[src/mem_pkg.sv]
package mem_pkg;

    // data path and RAM geometry
    localparam int xlen      = 64;
    localparam int ram_bytes = 4096;
    localparam int ram_words = ram_bytes / 8;       // one entry per doubleword
    localparam int ram_aw    = $clog2(ram_words);   // index taken from addr[11:3]

    // RISC-V func3 size and sign codes, low two bits give the size
    localparam logic [2:0] func3_lb  = 3'd0;
    localparam logic [2:0] func3_lh  = 3'd1;
    localparam logic [2:0] func3_lw  = 3'd2;
    localparam logic [2:0] func3_ld  = 3'd3;
    localparam logic [2:0] func3_lbu = 3'd4;
    localparam logic [2:0] func3_lhu = 3'd5;
    localparam logic [2:0] func3_lwu = 3'd6;

    // register write source
    localparam logic [1:0] wsel_alu  = 2'd0;
    localparam logic [1:0] wsel_load = 2'd1;
    localparam logic [1:0] wsel_pc4  = 2'd2;

    // execute to memory record, 205 bits
    typedef struct packed {
        logic [xlen-1:0] store_data;
        logic            mem_wen;
        logic            mem_ren;
        logic [2:0]      func3;
        logic [1:0]      wreg_sel;
        logic            reg_wen;
        logic [4:0]      rd;
        logic [xlen-1:0] pc;
        logic [xlen-1:0] alu_result;
    } ex_mem_bus_t;

    // memory to writeback record, 200 bits
    typedef struct packed {
        logic            reg_wen;
        logic [4:0]      rd;
        logic [1:0]      wreg_sel;
        logic [xlen-1:0] load_data;
        logic [xlen-1:0] alu_result;
        logic [xlen-1:0] pc;
    } mem_wb_bus_t;

    // byte offset rounded down to the access size
    function automatic logic [2:0] align_offset(input logic [2:0] addr, input logic [1:0] size);
        logic [2:0] mask;
        mask = 3'b111 << size;
        return addr & mask;
    endfunction

endpackage

[src/pipe_stage.sv]
`timescale 1ns/100ps

module pipe_stage
    import mem_pkg::*;
#(
    parameter type payload_t = ex_mem_bus_t
) (
    input  logic     clk,
    input  logic     rst,
    input  logic     in_valid,
    input  payload_t in_payload,
    input  logic     out_allowin,
    output logic     in_allowin,
    output logic     out_valid,
    output payload_t out_payload
);

    logic     valid_q;
    logic     ready_go;
    payload_t payload_q;

    assign ready_go = 1'b1; // single cycle stage, never holds an item

    // accept when empty or when the held item leaves this edge
    assign in_allowin  = !valid_q || (ready_go && out_allowin);
    assign out_valid   = valid_q && ready_go;
    assign out_payload = payload_q;

    always_ff @(posedge clk) begin
        if (rst) begin
            valid_q <= 1'b0;
        end else if (in_allowin) begin
            valid_q <= in_valid; // bubble in if nothing offered
        end
    end

    always_ff @(posedge clk) begin
        if (in_valid && in_allowin) begin
            payload_q <= in_payload; // load on transfer only
        end
    end

endmodule

[src/wb_stage.sv]
`timescale 1ns/100ps

module wb_stage
    import mem_pkg::*;
(
    input  logic            clk,
    input  logic            rst,
    input  logic            ms_to_ws_valid,
    input  mem_wb_bus_t     ms_to_ws_bus,
    output logic            ws_allowin,
    output logic            rf_wen,
    output logic [4:0]      rf_waddr,
    output logic [xlen-1:0] rf_wdata,
    output logic [xlen-1:0] wb_pc
);

    mem_wb_bus_t ws_bus;
    logic        ws_valid;

    // nothing past writeback can stall
    pipe_stage #(
        .payload_t (mem_wb_bus_t)
    ) u_ws_reg (
        .clk         (clk),
        .rst         (rst),
        .in_valid    (ms_to_ws_valid),
        .in_payload  (ms_to_ws_bus),
        .out_allowin (1'b1),
        .in_allowin  (ws_allowin),
        .out_valid   (ws_valid),
        .out_payload (ws_bus)
    );

    // x0 is hardwired, never written
    assign rf_wen   = ws_valid && ws_bus.reg_wen && (ws_bus.rd != 5'd0);
    assign rf_waddr = ws_bus.rd;
    assign wb_pc    = ws_bus.pc;

    always_comb begin
        case (ws_bus.wreg_sel)
            wsel_load: begin
                rf_wdata = ws_bus.load_data;
            end
            wsel_pc4: begin
                rf_wdata = ws_bus.pc + xlen'(4); // link address for jal/jalr
            end
            default: begin
                rf_wdata = ws_bus.alu_result; // wsel_alu
            end
        endcase
    end

endmodule

[config.mk]
export PLATFORM = sky130hd
export DESIGN_NAME = wb_stage
export DESIGN_NICKNAME = d
export VERILOG_FILES = /design/src/mem_pkg.sv /design/src/pipe_stage.sv /design/src/wb_stage.sv
export SDC_FILE = /design/constraint.sdc
export NUM_CORES = 1
export LEC_CHECK = 0
export BUFFER_PORTS_ARGS = -buffer_cell sky130_fd_sc_hd__buf_4
export CAP_MARGIN = 5
export CORE_AREA = 2 2 168 154
export DETAILED_ROUTE_END_ITERATION = 8
export DIE_AREA = 0 0 170 156
export PLACE_DENSITY = 0.62
export SLEW_MARGIN = 25
export SYNTH_ARGS = -nofsm -noshare
export SYNTH_HDL_FRONTEND = slang
export SYNTH_HIERARCHICAL = 1
export SYNTH_SLANG_ARGS = --single-unit
[constraint.sdc]
create_clock -name clk -period 2.1 [get_ports clk]
set_input_delay 0.105 -clock clk [delete_from_list [all_inputs] [get_ports clk]]
set_output_delay 0.105 -clock clk [all_outputs]
set_load 0.05 [all_outputs]
==> results.md, run 1 <==
- Outcome: finished, violations left
- Global routing usage on met3: 4.338%
- Mapped Nets: 798
- Gpl congestion: 0.8725
- Number of port buffers: 336
- Register Area: 0.006026 mm²
- Total Wirelength: 34,660 µm
- Seq/Total Area, Yosys: 70.44%
- Hold path cells: 2
- Portion of netlist area occupied by mux cells: 0.1316%
- Initial cell density of the core: 34.53%
- I/O pins: 338
- Fmax: 355.7 MHz
- Clk slew on worst S/H paths: 0.06 ns
- Mapped Cells: 592
- Nets: 1,477
- CTS tree: yes
- Simple-gate share of the synthesized area: 11.07%
- Die Ht: 156 µm
- Initial antenna violation count: 1
- Largest family of logic cells by synthesized area: simple AND/OR/NAND/NOR gates
- Fraction of layout cells with a size suffix above 1: 55.62%
- Remaining antenna violation count: 0
- Worst EP arrival: 2.71 ns
- Peak supply drop: 0.6693 mV
- Syn. warnings: 6
- Startpoint Class: flip-flop
- Slowest CP cell: edfxtp_1
- Routed WL per cell: 21.61 µm
- Die area: 0.02652 mm²
- Hold WS: 0.2353 ns
- GRT busiest layer: met2
- Worst setup EP type: primary output
- Root Buffer: clkbuf_16
- CTS Buf Count: 24
- Core area: 0.02477 mm²
- GR Overflow Total: 0
- Compound-gate portion of the synthesized area: 9.756%
- #FFs+latches synth: 201
- Final cell count without fillers: 1,604
- CP startpoint: u_ws_reg/out_payload[2]
- Detailed Routing Iterations Pass 1: 5
- Mapped Area: 0.008554 mm²
- First-pass GRT wire length: 48,800 µm
- RSZ-0062 raised after global routing: true
- Clock buffer depth: 3
- Final HPWL DP: 21,630 µm
- Post-synth EDFFs: 200
- Iter 0 DRT Violations: 568
- Power Dens Cells: 701.2 mW/mm²
- Commonest non-fill, non-tap cell in the layout: buf_4
- Final Max Slew Viols: 0
- XOR/XNOR Fraction of Synth Area: 6.041%
- Vias per cell: 5.003
- Fin crit share: 133.9%
- CP Class: reg2out
- # rows: 55
- Area share of fa/ha/maj cells after synthesis: 0.4388%
- Post-route setup slack: -0.7111 ns
- Hold Crit Start: ms_to_ws_valid
- Ys async rst share: 0%
- Vias: 8,025
- Sink Count: 201
- Final-report hold violation count: 0
- Vias in the first global route: 8,601
- Crit-path cells: buf_4 > nand4_1 > nor4_4 > buf_4 > and4_4 > nand4_1 > xor2_1 > o21ai_4 > buf_6
- Final Critical Period: 2.811 ns
- Area grow syn2layout: 105.6%
- GRT Total Usage: 24.29%
- Critical Path RT: 2.00 ns
- Syn Area/Cell: 14.45 µm²
- Setup-failing EPs final: 59
- Most frequent cells in the layout: buf_4, dlygate4sd3_1, edfxtp_1
- Distinct cells, synth: 41
- Post-Layout Inst Area: 0.01759 mm²
- Failing checks: setup timing
- Max-cap viol count: 0
- Die width: 170 µm
- Placed cell areas: 0.01299 mm²
- CP max stage delay: 0.42 ns
- Met1 Use GR: 30.22%
- Transition time of the tightest slew-check pin: 0.5550 ns
- Most used flip-flop cell after synthesis: edfxtp_1
- GR Layer Usage met2: 42.74%
- Hold endpoint: u_ws_reg/out_payload[64]
- LEAKAGE: 7.187 nW
- Largest net degree at the start of global routing: 42
- H-tree depth: 1
- Inst Count DP: 1,324
- CP Max Fanout: 5
- Worst hold path type: in2reg
- Slew HR: 63.00%
- Fillers: 1,546
- DRC: 0
- Multi-input gate area: 0.003985 mm²
[through the flow]
step | total power, mW | setup TNS [ns] | setup slack (ns) | utilization [%]
detailed placement | 7.406 | -4.042 | -0.2432 | 52.44
floorplan | 6.367 | -17.97 | -0.4635 | -
global route | 12.73 | -35.44 | -0.8170 | 71.00
global placement | 7.380 | -2.893 | -0.1943 | 52.44
CTS | 12.23 | -26.79 | -0.6318 | 68.71
finish | 12.33 | -28.89 | -0.7111 | 71.01
[how the worst max path moves through the flow]
stage | endpoint
global route | rf_wdata[47]
finish | rf_wdata[47]
global placement | rf_wdata[40]
detailed placement | rf_wdata[58]
floorplan | rf_wdata[60]
CTS | rf_wdata[44]
[Yosys cell counts, types with 7 or more instances]
library cell / instances / area, µm²
nand2_1: 50 / 187.7
edfxtp_1: 200 / 6006
nand3_1: 24 / 120.1
nor2_1: 22 / 82.58
o21ai_0: 40 / 200.2
xor2_1: 22 / 192.7
clkbuf_1: 23 / 86.33
nand4_1: 15 / 93.84
inv_1: 16 / 60.06
o21ai_1: 12 / 60.06
a22oi_1: 54 / 405.4
xnor2_1: 37 / 324.1
nor3_1: 7 / 35.03
[cell families after synthesis]
logic type / count (synthesis)
flops: 201
simple gates: 157
compound gates: 127
xor+xnor: 59
buf+inv: 43
fa+ha+maj: 3
other cells: 1
mux: 1
[state kept, by name, indices dropped and copies added, names as in the netlist]
signal / flops
u_ws_reg/out_payload: 200
u_ws_reg/out_valid: 1
[area by class of cell]
| type | count | area share [%] |
|---|---|---|
| timing repair buffer | 679 | 35.86 |
| sequential | 201 | 34.25 |
| multi-input combinational | 349 | 22.65 |
| clock buffer | 35 | 4.111 |
| tap | 313 | 2.226 |
| clock inverter | 9 | 0.5263 |
| inverter | 16 | 0.3414 |
| antenna | 2 | 0.02845 |
[metal layers]
| metal | wire (µm) | vias to the layer above | share of wire [%] |
|---|---|---|---|
| met5 | 0 | - | 0 |
| met4 | 1298 | 0 | 3.7 |
| met3 | 1846 | 88 | 5.3 |
| met2 | 17730 | 306 | 51 |
| met1 | 13790 | 3976 | 40 |
| li1 | - | 3655 | - |
[worst max-delay path, delay by kind of cell (launching register included)]
family | cells | cell delay (ns)
simple gates | 4 | 0.83
buf+inv | 3 | 0.48
flops | 1 | 0.42
xor+xnor | 1 | 0.36
compound gates | 1 | 0.10
[repair_timing]
| action | in CTS | in global routing |
|---|---|---|
| gates resized for setup | 203 | 82 |
| buffers inserted | 22 | 14 |
| pin swaps | 56 | 70 |
| endpoints found under the hold margin | 201 | 0 |
| gates cloned | 3 | 2 |
| setup endpoints to repair | 64 | 64 |
| hold buffers | 202 | 0 |
[report_power, final]
group | switching (mW) | internal, mW
Sequential | 0.117 | 4.70
Combinational | 1.84 | 1.42
Clock | 1.64 | 2.62
Total | 3.60 | 8.74
Power figures use the tool's default switching activity.
==> run 2: changes to the inputs <==
--- a/config.mk
+++ b/config.mk
@@ -10,8 +10,8 @@
 export CORE_AREA = 2 2 168 154
 export DETAILED_ROUTE_END_ITERATION = 8
 export DIE_AREA = 0 0 170 156
-export PLACE_DENSITY = 0.62
-export SLEW_MARGIN = 25
+export GPL_TIMING_DRIVEN = 0
+export SLEW_MARGIN = 10
 export SYNTH_ARGS = -nofsm -noshare
 export SYNTH_HDL_FRONTEND = slang
 export SYNTH_HIERARCHICAL = 1
==> run 2 against run 1 <==
The run still ends with setup timing left. First-iteration DRC count rose by 14%. Core utilization fell by 1.5 points. Clock-buffer cell count fell by 10. Sequential share of layout area rose by 0.75 points. Maximum frequency fell by 3.9%. Setup slack got worse by 0.12 ns. Sequential cell count did not move. Final cell count fell by 1.0%. Via count fell by 1.6%. Highest routed layer unchanged.
==> results.md, run 2 (synthesis results as in run 1) <==
- Nets: 1,463 (-0.95%)
- Final Critical Period: 2.927 ns (+0.1155 ns)
- Initial cell density of the core: 34.53% (unchanged)
- RSZ-0062 raised after global routing: true
- Clock buffer depth: 3 (unchanged)
- Failing checks: setup timing
- Die area: 0.02652 mm² (unchanged)
- Fin crit share: 139.4% (+5.5 points)
- Hold WS: 0.2448 ns (+0.009481 ns)
- DRC: 0 (unchanged)
- Aggregate negative setup slack: -34.77 ns (-5.873 ns)
- Number of port buffers: 336 (unchanged)
- Fmax: 341.7 MHz (-3.9%)
- Root Buffer: clkbuf_16
- Outcome: finished, violations left
- Fraction of layout cells with a size suffix above 1: 54.36% (-1.3 points)
- Routed WL per cell: 21.70 µm (+0.40%)
- Placed cell areas: 0.01221 mm² (-6.0%)
- Post-route setup slack: -0.8266 ns (-0.1155 ns)
- Sink Count: 201 (unchanged)
- Critical Path RT: 2.00 ns (about the same)
- Crit-path cells: nand4_4 > nor4_4 > buf_4 > nand4_4 > buf_12 > buf_12 > buf_4 > nor3_4 > xnor2_2 > o21ai_4 > buf_6
- GR Layer Usage met2: 43.07% (+0.33 points)
- Global routing usage on met3: 4.363% (+0.025 points)
- Gpl congestion: 0.7799 (-11%)
- LEAKAGE: 6.928 nW (-3.6%)
- Post-layout util: 69.49% (-1.5 points)
- Fillers: 1,652 (+6.9%)
- Clk slew on worst S/H paths: 0.07 ns (about the same)
- CP Max Fanout: 7 (+2)
- Power Dens Cells: 692.9 mW/mm² (-1.2%)
- Peak supply drop: 0.6912 mV (+3.3%)
- # rows: 55 (unchanged)
- Inst Count DP: 1,244 (-6.0%)
- Commonest non-fill, non-tap cell in the layout: buf_4
- Pwr Total: 11.93 mW (-3.3%)
- Vias per cell: 4.971 (-0.64%)
- Max-cap viol count: 0 (unchanged)
- Vias: 7,894 (-1.6%)
- CTS tree: yes
- Met1 Use GR: 31.26% (+1.0 points)
- Max reg flops: 200 (unchanged)
- I/O pins: 338 (unchanged)
- Final HPWL DP: 21,350 µm (-1.3%)
- Setup-failing EPs final: 63 (+6.8%)
- H-tree depth: 1 (unchanged)
- Iter 0 DRT Violations: 646 (+14%)
- Core area: 0.02477 mm² (unchanged)
- CTS Buf Count: 23 (-4.2%)
- Final Max Slew Viols: 0 (unchanged)
- Slowest CP cell: edfxtp_1
- Worst hold path type: in2reg
- CP Class: reg2out
- GR Overflow Total: 0 (unchanged)
- Die width: 170 µm (unchanged)
- Transition time of the tightest slew-check pin: 0.5591 ns (+0.004101 ns)
- Vias in the first global route: 8,361 (-2.8%)
- Worst EP arrival: 2.82 ns (+0.11 ns)
- Area grow syn2layout: 101.2%
- CP max stage delay: 0.48 ns (+0.06 ns)
- Pre-CTS setup slack: -0.9857 ns (-0.7425 ns)
- Post-Layout Inst Area: 0.01722 mm² (-2.1%)
- Final cell count without fillers: 1,588 (-1.0%)
- GRT Total Usage: 24.44% (+0.15 points)
- Die Ht: 156 µm (unchanged)
- Final-report hold violation count: 0 (unchanged)
- Initial antenna violation count: 2 (+1)
- Delay-heaviest family, CP: buffers and inverters
- Buffers & Inverters on Critical Path: 5 (+2)
- GRT busiest layer: met2
- Slew HR: 62.72% (-0.27 points)
- Detailed Routing Iterations Pass 1: 5 (unchanged)
- Startpoint Class: flip-flop
- First-pass GRT wire length: 48,580 µm (-0.47%)
- Largest net degree at the start of global routing: 62 (+48%)
- Most frequent cells in the layout: buf_4, dlygate4sd3_1, edfxtp_1
- Remaining antenna violation count: 0 (unchanged)
- Total Wirelength: 34,450 µm (-0.61%)
- Worst setup EP type: primary output
-- run 2: cell count changes in the layout (fill, tap and decap cells not counted), sizes merged --
cell      delta
nand4        -1
clkbuf       +5
buf         -27
inv          -1
clkinv       +6
clkinvlp     +2
-- run 2: path summary, 6_finish.rpt --
kind	startpoint	end	cells past startpoint
max	u_ws_reg/out_payload[7]	rf_wdata[42]	11
min	ms_to_ws_valid	u_ws_reg/out_payload[11]	2
-- run 2: metal layers --
metal | vias up | wire [µm]
met4 | 0 | 748
met2 | 325 | 17820
met3 | 45 | 2182
met5 | - | 0
li1 | 3625 | -
met1 | 3899 | 13700
-- run 2: what timing repair did --
action	CTS	global route
setup endpoints to repair	64	64
hold buffers	202	0
gates cloned	4	0
setup buffers	52	50
hold endpoints to repair	201	0
gates resized for setup	244	81
pin swaps	29	47
-- run 2: cell type report --
class / instances / area (µm²) / area share [%]
Timing Repair Buffer: 641 / 5852 / 33.99
Clock inverter: 16 / 126.4 / 0.7341
Clock buffer: 25 / 583.1 / 3.387
Tap cell: 313 / 391.6 / 2.275
Multi-Input combinational cell: 348 / 3824 / 22.21
Buffer: 26 / 344.1 / 1.999
Sequential cell: 201 / 6026 / 35.00
Antenna cell: 2 / 5.005 / 0.02907
Inverter: 16 / 63.81 / 0.3707
-- run 2: report_power, final --
| part | switching [mW] | internal [mW] | total, mW |
|---|---|---|---|
| clock network | 1.63 | 2.24 | 3.87 |
| logic | 1.80 | 1.39 | 3.19 |
| registers | 0.161 | 4.70 | 4.87 |
| total | 3.60 | 8.33 | 11.9 |
